[src/source/mmu_cfg.svh]
// Sv32 MMU configuration
// Address widths and TLB sizes shared by the package and the top level

`ifndef MMU_CFG_SVH
`define MMU_CFG_SVH

// Sv32 virtual address width
`define VALEN 32

// Sv32 physical address width, 22-bit PPN plus 12-bit offset
`define PALEN 34

// Fully associative TLB sizes
`define ITLB_ENTRIES 8
`define DTLB_ENTRIES 8

`endif

[src/source/mmu_pkg.sv]
// Sv32 MMU types
// Address and PTE types, per-interface structs and the walker state encoding

`include "mmu_cfg.svh"

package mmu_pkg;

    typedef logic [`VALEN-1:0] vaddr_t;
    typedef logic [`PALEN-1:0] paddr_t;
    typedef logic [19:0]       vpn_t;
    typedef logic [21:0]       ppn_t;

    // Sv32 page table entry, MSB first
    typedef struct packed {
        ppn_t       ppn;
        logic [1:0] rsw;
        logic       d;
        logic       a;
        logic       g;
        logic       u;
        logic       x;
        logic       w;
        logic       r;
        logic       v;
    } pte_t;

    // Fetch unit side
    typedef struct packed {
        logic   i_req;
        vaddr_t i_vaddr;
    } if2mmu_s;

    typedef struct packed {
        paddr_t i_paddr;
        logic   i_hit;
        logic   i_page_fault;
    } mmu2if_s;

    // Load/store unit side, also carries the CSR state
    typedef struct packed {
        logic   d_req;
        vaddr_t d_vaddr;
        logic   st_req;
        logic   is_amo;
        logic   en_vaddr;
        logic   en_ld_st_vaddr;
        ppn_t   satp_ppn;
        logic   mxr;
        logic   tlb_flush;
        logic   lsu_flush;
    } lsu2mmu_s;

    typedef struct packed {
        paddr_t d_paddr;
        logic   d_hit;
        logic   ld_page_fault;
        logic   st_page_fault;
    } mmu2lsu_s;

    // Data cache port used by the walker
    typedef struct packed {
        logic        ack;
        logic [31:0] rdata;
    } dcache2mmu_s;

    typedef struct packed {
        logic   req;
        paddr_t paddr;
    } mmu2dcache_s;

    // TLB lookup and refill
    typedef struct packed {
        logic tlb_req;
        vpn_t vpage_addr;
        logic tlb_flush;
    } mmu2tlb_s;

    typedef struct packed {
        logic hit;
        pte_t pte;
        logic page_4M;
    } tlb2mmu_s;

    typedef struct packed {
        vpn_t vpn;
        pte_t pte;
        logic page_4M;
    } ptw2tlb_s;

    // Walker control, requests arrive already gated by the enables
    typedef struct packed {
        ppn_t   satp_ppn;
        logic   mxr;
        logic   flush_req;
        logic   itlb_req;
        vaddr_t itlb_vaddr;
        logic   itlb_hit;
        logic   dtlb_req;
        vaddr_t dtlb_vaddr;
        logic   dtlb_hit;
        logic   is_store;
    } mmu2ptw_s;

    typedef struct packed {
        logic pte_error;
        logic iwalk_active;
    } ptw2mmu_s;

    typedef enum logic [2:0] {
        IDLE,
        L1_REQ,
        L0_REQ,
        REFILL,
        FAULT
    } ptw_state_e;

endpackage

[src/source/tlb.sv]
// Fully associative TLB
// Combinational lookup with superpage match, round-robin refill, full flush

`timescale 1ns/1ps

module tlb #(
    parameter int NUM_ENTRIES = 8
) (
    input  logic               clk,
    input  logic               rst_i,
    input  mmu_pkg::mmu2tlb_s  mmu2tlb_i,
    input  mmu_pkg::ptw2tlb_s  ptw2tlb_i,
    input  logic               tlb_update_i,
    output mmu_pkg::tlb2mmu_s  tlb2mmu_o
);

    localparam int IDX_W = (NUM_ENTRIES > 1) ? $clog2(NUM_ENTRIES) : 1;

    // Entry storage
    mmu_pkg::vpn_t          tag_q [NUM_ENTRIES];
    mmu_pkg::pte_t          pte_q [NUM_ENTRIES];
    logic [NUM_ENTRIES-1:0] sp_q;
    logic [NUM_ENTRIES-1:0] valid_q;
    logic [IDX_W-1:0]       repl_ptr_q;

    logic [NUM_ENTRIES-1:0] match;

    // Tag compare, superpages ignore VPN[0]
    always_comb begin
        for (int i = 0; i < NUM_ENTRIES; i++) begin
            if (sp_q[i]) begin
                match[i] = valid_q[i] & (tag_q[i][19:10] == mmu2tlb_i.vpage_addr[19:10]);
            end else begin
                match[i] = valid_q[i] & (tag_q[i] == mmu2tlb_i.vpage_addr);
            end
        end
    end

    // Pick the lowest matching entry
    always_comb begin
        tlb2mmu_o.hit     = mmu2tlb_i.tlb_req & (|match);
        tlb2mmu_o.pte     = '0;
        tlb2mmu_o.page_4M = 1'b0;
        for (int i = NUM_ENTRIES - 1; i >= 0; i--) begin
            if (match[i]) begin
                tlb2mmu_o.pte     = pte_q[i];
                tlb2mmu_o.page_4M = sp_q[i];
            end
        end
    end

    // Valid bits and replacement pointer
    always_ff @(posedge clk) begin
        if (rst_i) begin
            valid_q    <= '0;
            repl_ptr_q <= '0;
        end else if (mmu2tlb_i.tlb_flush) begin
            valid_q <= '0;
        end else if (tlb_update_i) begin
            valid_q[repl_ptr_q] <= 1'b1;
            // Wrap for non power-of-two sizes too
            if (repl_ptr_q == IDX_W'(NUM_ENTRIES - 1)) begin
                repl_ptr_q <= '0;
            end else begin
                repl_ptr_q <= repl_ptr_q + 1'b1;
            end
        end
    end

    // Entry payload written at the replacement slot
    always_ff @(posedge clk) begin
        if (tlb_update_i) begin
            tag_q[repl_ptr_q] <= ptw2tlb_i.vpn;
            pte_q[repl_ptr_q] <= ptw2tlb_i.pte;
            sp_q[repl_ptr_q]  <= ptw2tlb_i.page_4M;
        end
    end

endmodule

[src/source/ptw.sv]
// Sv32 page table walker
// Two-level walk over the data cache port, leaf and permission checks,
// then a refill of the TLB that missed or a one-cycle fault

`timescale 1ns/1ps

module ptw (
    input  logic                  clk,
    input  logic                  rst_i,
    input  mmu_pkg::mmu2ptw_s     mmu2ptw_i,
    output mmu_pkg::ptw2mmu_s     ptw2mmu_o,
    output mmu_pkg::ptw2tlb_s     ptw2tlb_o,
    output logic                  itlb_update_o,
    output logic                  dtlb_update_o,
    input  mmu_pkg::dcache2mmu_s  dcache2ptw_i,
    output mmu_pkg::mmu2dcache_s  ptw2dcache_o
);

    mmu_pkg::ptw_state_e state_q, state_d;

    // Walk context
    mmu_pkg::vaddr_t vaddr_q;
    mmu_pkg::ppn_t   ppn_q;
    mmu_pkg::pte_t   pte_q;
    logic            page_4M_q;
    logic            iwalk_q;
    logic            store_q;
    logic            flush_pend_q;

    mmu_pkg::pte_t rd_pte;
    logic          itlb_miss;
    logic          dtlb_miss;
    logic          in_req;
    logic          abort;
    logic          rd_bad;
    logic          rd_leaf;
    logic          rd_perm_ok;

    assign rd_pte    = dcache2ptw_i.rdata;
    assign itlb_miss = mmu2ptw_i.itlb_req & ~mmu2ptw_i.itlb_hit;
    assign dtlb_miss = mmu2ptw_i.dtlb_req & ~mmu2ptw_i.dtlb_hit;
    assign in_req    = (state_q == mmu_pkg::L1_REQ) | (state_q == mmu_pkg::L0_REQ);
    assign abort     = mmu2ptw_i.flush_req | flush_pend_q;

    // Invalid entry or reserved W without R
    assign rd_bad  = ~rd_pte.v | (rd_pte.w & ~rd_pte.r);
    assign rd_leaf = rd_pte.r | rd_pte.x;

    // Access kind permission, then A and D
    always_comb begin
        if (iwalk_q) begin
            rd_perm_ok = rd_pte.x;
        end else if (store_q) begin
            rd_perm_ok = rd_pte.w;
        end else begin
            rd_perm_ok = rd_pte.r | (mmu2ptw_i.mxr & rd_pte.x);
        end
        rd_perm_ok = rd_perm_ok & rd_pte.a & (~store_q | rd_pte.d);
    end

    always_comb begin
        state_d = state_q;
        case (state_q)
            mmu_pkg::IDLE: begin
                if ((itlb_miss | dtlb_miss) & ~mmu2ptw_i.flush_req) begin
                    state_d = mmu_pkg::L1_REQ;
                end
            end
            mmu_pkg::L1_REQ: begin
                if (dcache2ptw_i.ack) begin
                    if (abort) begin
                        state_d = mmu_pkg::IDLE;
                    end else if (rd_bad) begin
                        state_d = mmu_pkg::FAULT;
                    end else if (rd_leaf) begin
                        // Superpage leaf needs PPN[0] clear
                        if ((rd_pte.ppn[9:0] != '0) | ~rd_perm_ok) begin
                            state_d = mmu_pkg::FAULT;
                        end else begin
                            state_d = mmu_pkg::REFILL;
                        end
                    end else begin
                        state_d = mmu_pkg::L0_REQ;
                    end
                end
            end
            mmu_pkg::L0_REQ: begin
                if (dcache2ptw_i.ack) begin
                    if (abort) begin
                        state_d = mmu_pkg::IDLE;
                    end else if (rd_bad | ~rd_leaf | ~rd_perm_ok) begin
                        // No leaf at level 0 is a fault as well
                        state_d = mmu_pkg::FAULT;
                    end else begin
                        state_d = mmu_pkg::REFILL;
                    end
                end
            end
            default: state_d = mmu_pkg::IDLE;
        endcase
    end

    always_ff @(posedge clk) begin
        if (rst_i) begin
            state_q      <= mmu_pkg::IDLE;
            flush_pend_q <= 1'b0;
        end else begin
            state_q <= state_d;
            // Remember a flush until the outstanding ack returns
            if (state_d == mmu_pkg::IDLE) begin
                flush_pend_q <= 1'b0;
            end else if (in_req & mmu2ptw_i.flush_req) begin
                flush_pend_q <= 1'b1;
            end
        end
    end

    // Latch the miss on entry, the PTE on every ack
    always_ff @(posedge clk) begin
        if ((state_q == mmu_pkg::IDLE) & (state_d == mmu_pkg::L1_REQ)) begin
            // ITLB miss has priority
            iwalk_q <= itlb_miss;
            vaddr_q <= itlb_miss ? mmu2ptw_i.itlb_vaddr : mmu2ptw_i.dtlb_vaddr;
            store_q <= ~itlb_miss & mmu2ptw_i.is_store;
            ppn_q   <= mmu2ptw_i.satp_ppn;
        end else if (in_req & dcache2ptw_i.ack) begin
            pte_q     <= rd_pte;
            ppn_q     <= rd_pte.ppn;
            page_4M_q <= (state_q == mmu_pkg::L1_REQ);
        end
    end

    // PTE address is ppn * 4096 + vpn slice * 4
    assign ptw2dcache_o.req   = in_req;
    assign ptw2dcache_o.paddr = (state_q == mmu_pkg::L1_REQ) ?
                                {ppn_q, vaddr_q[31:22], 2'b00} :
                                {ppn_q, vaddr_q[21:12], 2'b00};

    assign ptw2tlb_o.vpn     = vaddr_q[31:12];
    assign ptw2tlb_o.pte     = pte_q;
    assign ptw2tlb_o.page_4M = page_4M_q;

    assign itlb_update_o = (state_q == mmu_pkg::REFILL) & iwalk_q;
    assign dtlb_update_o = (state_q == mmu_pkg::REFILL) & ~iwalk_q;

    assign ptw2mmu_o.pte_error    = (state_q == mmu_pkg::FAULT);
    assign ptw2mmu_o.iwalk_active = iwalk_q;

endmodule

[src/source/mmu.sv]
// Sv32 MMU top level
// ITLB and DTLB lookups, shared page table walker, physical address
// forming and page fault routing for fetch, load and store

`timescale 1ns/1ps

`include "mmu_cfg.svh"

module mmu (
    input  logic                  clk,
    input  logic                  rst_i,
    input  mmu_pkg::lsu2mmu_s     lsu2mmu_i,
    output mmu_pkg::mmu2lsu_s     mmu2lsu_o,
    input  mmu_pkg::if2mmu_s      if2mmu_i,
    output mmu_pkg::mmu2if_s      mmu2if_o,
    input  mmu_pkg::dcache2mmu_s  dcache2mmu_i,
    output mmu_pkg::mmu2dcache_s  mmu2dcache_o
);

    mmu_pkg::mmu2tlb_s mmu2itlb;
    mmu_pkg::mmu2tlb_s mmu2dtlb;
    mmu_pkg::tlb2mmu_s itlb2mmu;
    mmu_pkg::tlb2mmu_s dtlb2mmu;
    mmu_pkg::ptw2tlb_s ptw2tlb;
    mmu_pkg::mmu2ptw_s mmu2ptw;
    mmu_pkg::ptw2mmu_s ptw2mmu;
    logic              itlb_update;
    logic              dtlb_update;

    // Instruction side lookup
    assign mmu2itlb.tlb_req    = if2mmu_i.i_req;
    assign mmu2itlb.vpage_addr = if2mmu_i.i_vaddr[`VALEN-1:12];
    assign mmu2itlb.tlb_flush  = lsu2mmu_i.tlb_flush;

    tlb #(
        .NUM_ENTRIES (`ITLB_ENTRIES)
    ) itlb_module (
        .clk          (clk),
        .rst_i        (rst_i),
        .mmu2tlb_i    (mmu2itlb),
        .ptw2tlb_i    (ptw2tlb),
        .tlb_update_i (itlb_update),
        .tlb2mmu_o    (itlb2mmu)
    );

    // Data side lookup
    assign mmu2dtlb.tlb_req    = lsu2mmu_i.d_req;
    assign mmu2dtlb.vpage_addr = lsu2mmu_i.d_vaddr[`VALEN-1:12];
    assign mmu2dtlb.tlb_flush  = lsu2mmu_i.tlb_flush;

    tlb #(
        .NUM_ENTRIES (`DTLB_ENTRIES)
    ) dtlb_module (
        .clk          (clk),
        .rst_i        (rst_i),
        .mmu2tlb_i    (mmu2dtlb),
        .ptw2tlb_i    (ptw2tlb),
        .tlb_update_i (dtlb_update),
        .tlb2mmu_o    (dtlb2mmu)
    );

    // Walker inputs, requests only count when translation is on
    assign mmu2ptw.satp_ppn   = lsu2mmu_i.satp_ppn;
    assign mmu2ptw.mxr        = lsu2mmu_i.mxr;
    assign mmu2ptw.flush_req  = lsu2mmu_i.lsu_flush;
    assign mmu2ptw.itlb_req   = if2mmu_i.i_req & lsu2mmu_i.en_vaddr;
    assign mmu2ptw.itlb_vaddr = if2mmu_i.i_vaddr;
    assign mmu2ptw.itlb_hit   = itlb2mmu.hit;
    assign mmu2ptw.dtlb_req   = lsu2mmu_i.d_req & lsu2mmu_i.en_ld_st_vaddr;
    assign mmu2ptw.dtlb_vaddr = lsu2mmu_i.d_vaddr;
    assign mmu2ptw.dtlb_hit   = dtlb2mmu.hit;
    // AMO needs write permission like a store
    assign mmu2ptw.is_store   = lsu2mmu_i.st_req | lsu2mmu_i.is_amo;

    ptw ptw_module (
        .clk           (clk),
        .rst_i         (rst_i),
        .mmu2ptw_i     (mmu2ptw),
        .ptw2mmu_o     (ptw2mmu),
        .ptw2tlb_o     (ptw2tlb),
        .itlb_update_o (itlb_update),
        .dtlb_update_o (dtlb_update),
        .dcache2ptw_i  (dcache2mmu_i),
        .ptw2dcache_o  (mmu2dcache_o)
    );

    // Fetch response
    always_comb begin
        // Bare mode passes the address through
        mmu2if_o.i_paddr = {{(`PALEN-`VALEN){1'b0}}, if2mmu_i.i_vaddr};
        mmu2if_o.i_hit   = if2mmu_i.i_req;
        if (lsu2mmu_i.en_vaddr) begin
            mmu2if_o.i_paddr = {itlb2mmu.pte.ppn, if2mmu_i.i_vaddr[11:0]};
            mmu2if_o.i_hit   = itlb2mmu.hit;
            // 4 MiB page keeps a 22-bit offset
            if (itlb2mmu.page_4M) begin
                mmu2if_o.i_paddr[21:12] = if2mmu_i.i_vaddr[21:12];
            end
        end
        mmu2if_o.i_page_fault = ptw2mmu.pte_error & ptw2mmu.iwalk_active;
    end

    // Load/store response
    always_comb begin
        mmu2lsu_o.d_paddr = {{(`PALEN-`VALEN){1'b0}}, lsu2mmu_i.d_vaddr};
        mmu2lsu_o.d_hit   = lsu2mmu_i.d_req;
        if (lsu2mmu_i.en_ld_st_vaddr) begin
            mmu2lsu_o.d_paddr = {dtlb2mmu.pte.ppn, lsu2mmu_i.d_vaddr[11:0]};
            mmu2lsu_o.d_hit   = dtlb2mmu.hit;
            if (dtlb2mmu.page_4M) begin
                mmu2lsu_o.d_paddr[21:12] = lsu2mmu_i.d_vaddr[21:12];
            end
        end
        // Data faults go by the kind of the held request
        mmu2lsu_o.st_page_fault = ptw2mmu.pte_error & ~ptw2mmu.iwalk_active &
                                  (lsu2mmu_i.st_req | lsu2mmu_i.is_amo);
        mmu2lsu_o.ld_page_fault = ptw2mmu.pte_error & ~ptw2mmu.iwalk_active &
                                  ~(lsu2mmu_i.st_req | lsu2mmu_i.is_amo) &
                                  lsu2mmu_i.d_req;
    end

endmodule

[config.mk]
export PLATFORM = sky130hd
export DESIGN_NAME = mmu
export DESIGN_NICKNAME = d
export VERILOG_FILES = /design/src/source/mmu_pkg.sv /design/src/source/tlb.sv /design/src/source/ptw.sv /design/src/source/mmu.sv
export VERILOG_INCLUDE_DIRS = /design/src /design/src/source
export SDC_FILE = /design/constraint.sdc
export NUM_CORES = 1
export LEC_CHECK = 0
export BUFFER_PORTS_ARGS = -buffer_cell sky130_fd_sc_hd__buf_2
export CAP_MARGIN = 25
export CORE_ASPECT_RATIO = 0.9
export CORE_UTILIZATION = 40
export CTS_CLUSTER_DIAMETER = 30
export DETAILED_ROUTE_END_ITERATION = 10
export SLEW_MARGIN = 10
export SYNTH_ARGS = -nofsm -noshare
export SYNTH_HDL_FRONTEND = slang
export SYNTH_SLANG_ARGS = --single-unit
[constraint.sdc]
create_clock -name clk -period 5.79 [get_ports clk]
set_clock_uncertainty 0.15 [all_clocks]
set_input_delay 1.4475 -clock clk [delete_from_list [all_inputs] [get_ports clk]]
set_output_delay 1.4475 -clock clk [all_outputs]
set_load 0.01 [all_outputs]
==> key figures <==
Synth
  – Synth cell count leaders: edfxtp_1, xnor2_1, nand2_1, nor2_1, nand4_1
  – Count leader, synth: edfxtp_1
  – Top-area cell type share of the netlist area: 0.693
  – Synth area leader: edfxtp_1
  – Synth area leaders: edfxtp_1, xnor2_1, nand2_1
  – Post-synth EDFFs: 755
  – Ys flop type: edfxtp_1
  – Async SR Flop Fraction: 0
  – Yosys warns: 0
  – Seq/Total Area, Yosys: 0.709
  – Mean post-synth cell area: 14.8 sq um
  – Yosys reg bits: roughly 780
  – Synth Cell Area: 32700 sq um
  – Distinct cells, synth: 78
  – Gate Count Post-Synth: approximately 2200

Worst setup path
  – Crit-path most repeated cell: buf_4
  – Slowest CP cell: o31ai_2
  – Crit path kind: in -> out
  – CP Capture Type: output port
  – CP max FO: 13
  – Worst path depth: 13
  – FF-to-FF path depth: 11
  – Setup crit start kind: input pin
  – Worst path bufs/invs: 5
  – CP max stage delay: 390 ps
  – CP arrival: 4180 ps
  – Critical path's top delay family: buffers and inverters
  – R2r setup slk: ~1900 ps
  – Worst EP required: 4190 ps
  – Worst-path cell chain: clkbuf_4, buf_4, xnor2_2, nand4_1, o31ai_2, a211oi_2, buf_12, buf_4, a221oi_2, nor3_1, or3_1, mux2_2, buf_2

Routing
  – Vias per cell: 5.57
  – DR iter-0 viols: roughly 2300
  – ANT nets after route: 0
  – DRC: 0
  – Drt wl/cell: 25.5 microns
  – DR vias: around 22000
  – Routed wire length: between 90000 and 100000 microns
  – Drt pass-1 iters: 5

Clock network
  – H-Tree Level Count: 4
  – Clock Path Buffers: 3
  – Hold_buf cts: 0
  – Clk sink count: between 700 and 800
  – CTS tree: yes
  – Root Buffer: clkbuf_16
  – Clk slew on worst S/H paths: 40 ps
  – CTS Buf Count: ~160
  – Worst skew pair latency: 740 ps

Job
  – Max-cap violations: 0

Die
  – Die width: 303 microns
  – Die area: 82900 sq um
  – Num rows: 99
  – Initial cell density of the core: 0.404
  – Die Y: ~270 microns
  – Top-level I/O count: 238
  – CORE AREA: about 81000 sq um

GRT
  – Antenna violations before repair: 5
  – Vias in the first global route: 21500
  – GRT Resource Usage Total: 0.237
  – First-pass GRT wire length: 141000 microns
  – Largest net degree at the start of global routing: 45
  – GRT overflow: 0

Place
  – Routability Congestion: 0.890
  – Placement-stage cell area: roughly 36000 sq um
  – DP Worst Slack: -498 ps
  – PortBufs: 183
  – Inst Count DP: 3569
  – Detail Placement HPWL: roughly 64000 microns

STA
  – Final Cycle Share: 0.997
  – Tmin final: 5770 ps
  – Measured slew at the worst slew-check pin: 912 ps
  – Slew headroom: 0.392
  – Final worst slack: 15.6 ps
  – Setup Viol. Count Final: 0
  – Max frequency: 0.173 GHz
  – Final Hold Fails: 0
  – RSZ-0062 raised after global routing: true
  – Max-slew violation count: 0

Pwr
  – Pwr dens: about 370 nW/um^2
  – Static leakage: about 15 nW
  – Maximum vdd ir drop: 0.294 mV

Cells and area
  – Final #Nets: 2829
  – Post-layout util: 0.528
  – Design area: 42800 sq um
  – Final non-filler cell total: roughly 3900
  – Share of layout cells above drive strength 1: 0.306
  – Area delta synth->final: 30.7%

Worst hold path
  – Hold Crit Depth: 1
  – Worst Hold Class: reg -> reg

Outcome
  – Run status: finished clean
-- cell families after synthesis --
logic type                 Yosys count  synth area share
xor gates and xnor gates           320            0.0857
muxes                               55            0.0200
adders and majority gates            4           0.00153
other                                1          0.000115
DFF                                781             0.709
buffers and inverters              147            0.0247
and+or+nand+nor                    601            0.0898
AOI/OAI and AO/OA                  302            0.0694
-- path summary, 6_finish.rpt --
path,startpoint,endpoint
max,if2mmu_i[21],mmu2if_o[18]
min,dtlb_module.valid_q[6],dtlb_module.valid_q[6]
max reg2reg,itlb_module.tag_q[6][6],ptw_module.ppn_q[4]
min reg2reg,dtlb_module.valid_q[6],dtlb_module.valid_q[6]
-- registers in the layout, indices dropped and copies added, names as in the netlist, 3 cells and up --
name	cells
dtlb_module.pte_q	176
itlb_module.pte_q	176
dtlb_module.tag_q	160
itlb_module.tag_q	160
ptw_module.ppn_q	22
ptw_module.ptw2tlb_o	22
ptw_module.vaddr_q	20
dtlb_module.sp_q	8
dtlb_module.valid_q	8
itlb_module.sp_q	8
itlb_module.valid_q	8
dtlb_module.repl_ptr_q	3
itlb_module.repl_ptr_q	3
ptw_module.state_q	3
-- repair_timing --
item                                    4_1_cts  5_1_grt
gates resized for setup                      37       87
pin swaps                                    11       22
endpoints found under the setup margin       34       38
buffers inserted                              5       13
gates cloned                                  0        2
-- metrics by stage --
stage | hold WS, ps | power, mW | TNS [ps]
after floorplan | 290 | 6.65 | 0
after global placement | 296 | 6.92 | -4530
after detailed placement | 306 | 6.93 | -4420
after CTS | 317 | 16.0 | -4.33
after global routing | 331 | 16.3 | -948
final | 318 | 15.9 | 0
-- worst register-to-register path, cell delays in order, from the launching register on --
cell and delay, ps:
edfxtp_1 380, xnor2_1 140, nand4_1 210, o31ai_2 130, buf_4 140, buf_4 120, and2_4 160, clkbuf_16 170
nor4_1 400, nand3_2 500, a21oi_4 450, or2_2 530
-- layout by cell type (no fill, tap or decap), types with 15 or more instances in the layout --
cell and instances:
clkinv_2 24, nand2_1 172, edfxtp_1 755, clkinv_1 23
xor2_1 70, clkinvlp_4 19, dfxtp_1 26, a221oi_1 28
nor2_1 99, clkbuf_16 167, clkbuf_1 20, nand3_1 67
nand4_1 81, buf_2 165, a21oi_1 46, buf_12 25
mux2_4 18, o211ai_1 22, o21a_1 19, buf_4 238
xnor2_1 243, inv_1 16, o21ai_0 17, clkinv_4 15
nor4_1 19, mux2_2 28, o221ai_1 15, nor3_1 52
-- power breakdown --
| group | total (mW) | internal (mW) | leakage [nW] | switching (mW) |
|---|---|---|---|---|
| clock network | 9.02 | 5.87 | 2.62 | 3.15 |
| logic | 0.602 | 0.240 | 5.20 | 0.363 |
| registers | 6.25 | 6.21 | 7.01 | 0.0365 |
| total | 15.9 | 12.3 | 14.8 | 3.55 |
-- area by class of cell --
cell class / instances / area (sq um)
inverters: 17 / 63.8
flip-flops and latches: 781 / 23200
clock inverters: 118 / 1190
repair buffers: 447 / 3340
fillers: 6628 / 38200
clock buffers: 190 / 4270
well taps: 1060 / 1330
diodes: 1 / 2.50
multi-input cells: 1284 / 9380
-- routing by layer --
layer,share of wire,global-route usage
met4,0.031,0.0953
met2,0.46,0.364
met5,0,0
met1,0.42,0.326
met3,0.090,0.0512
(Power assumes the default switching activity.)
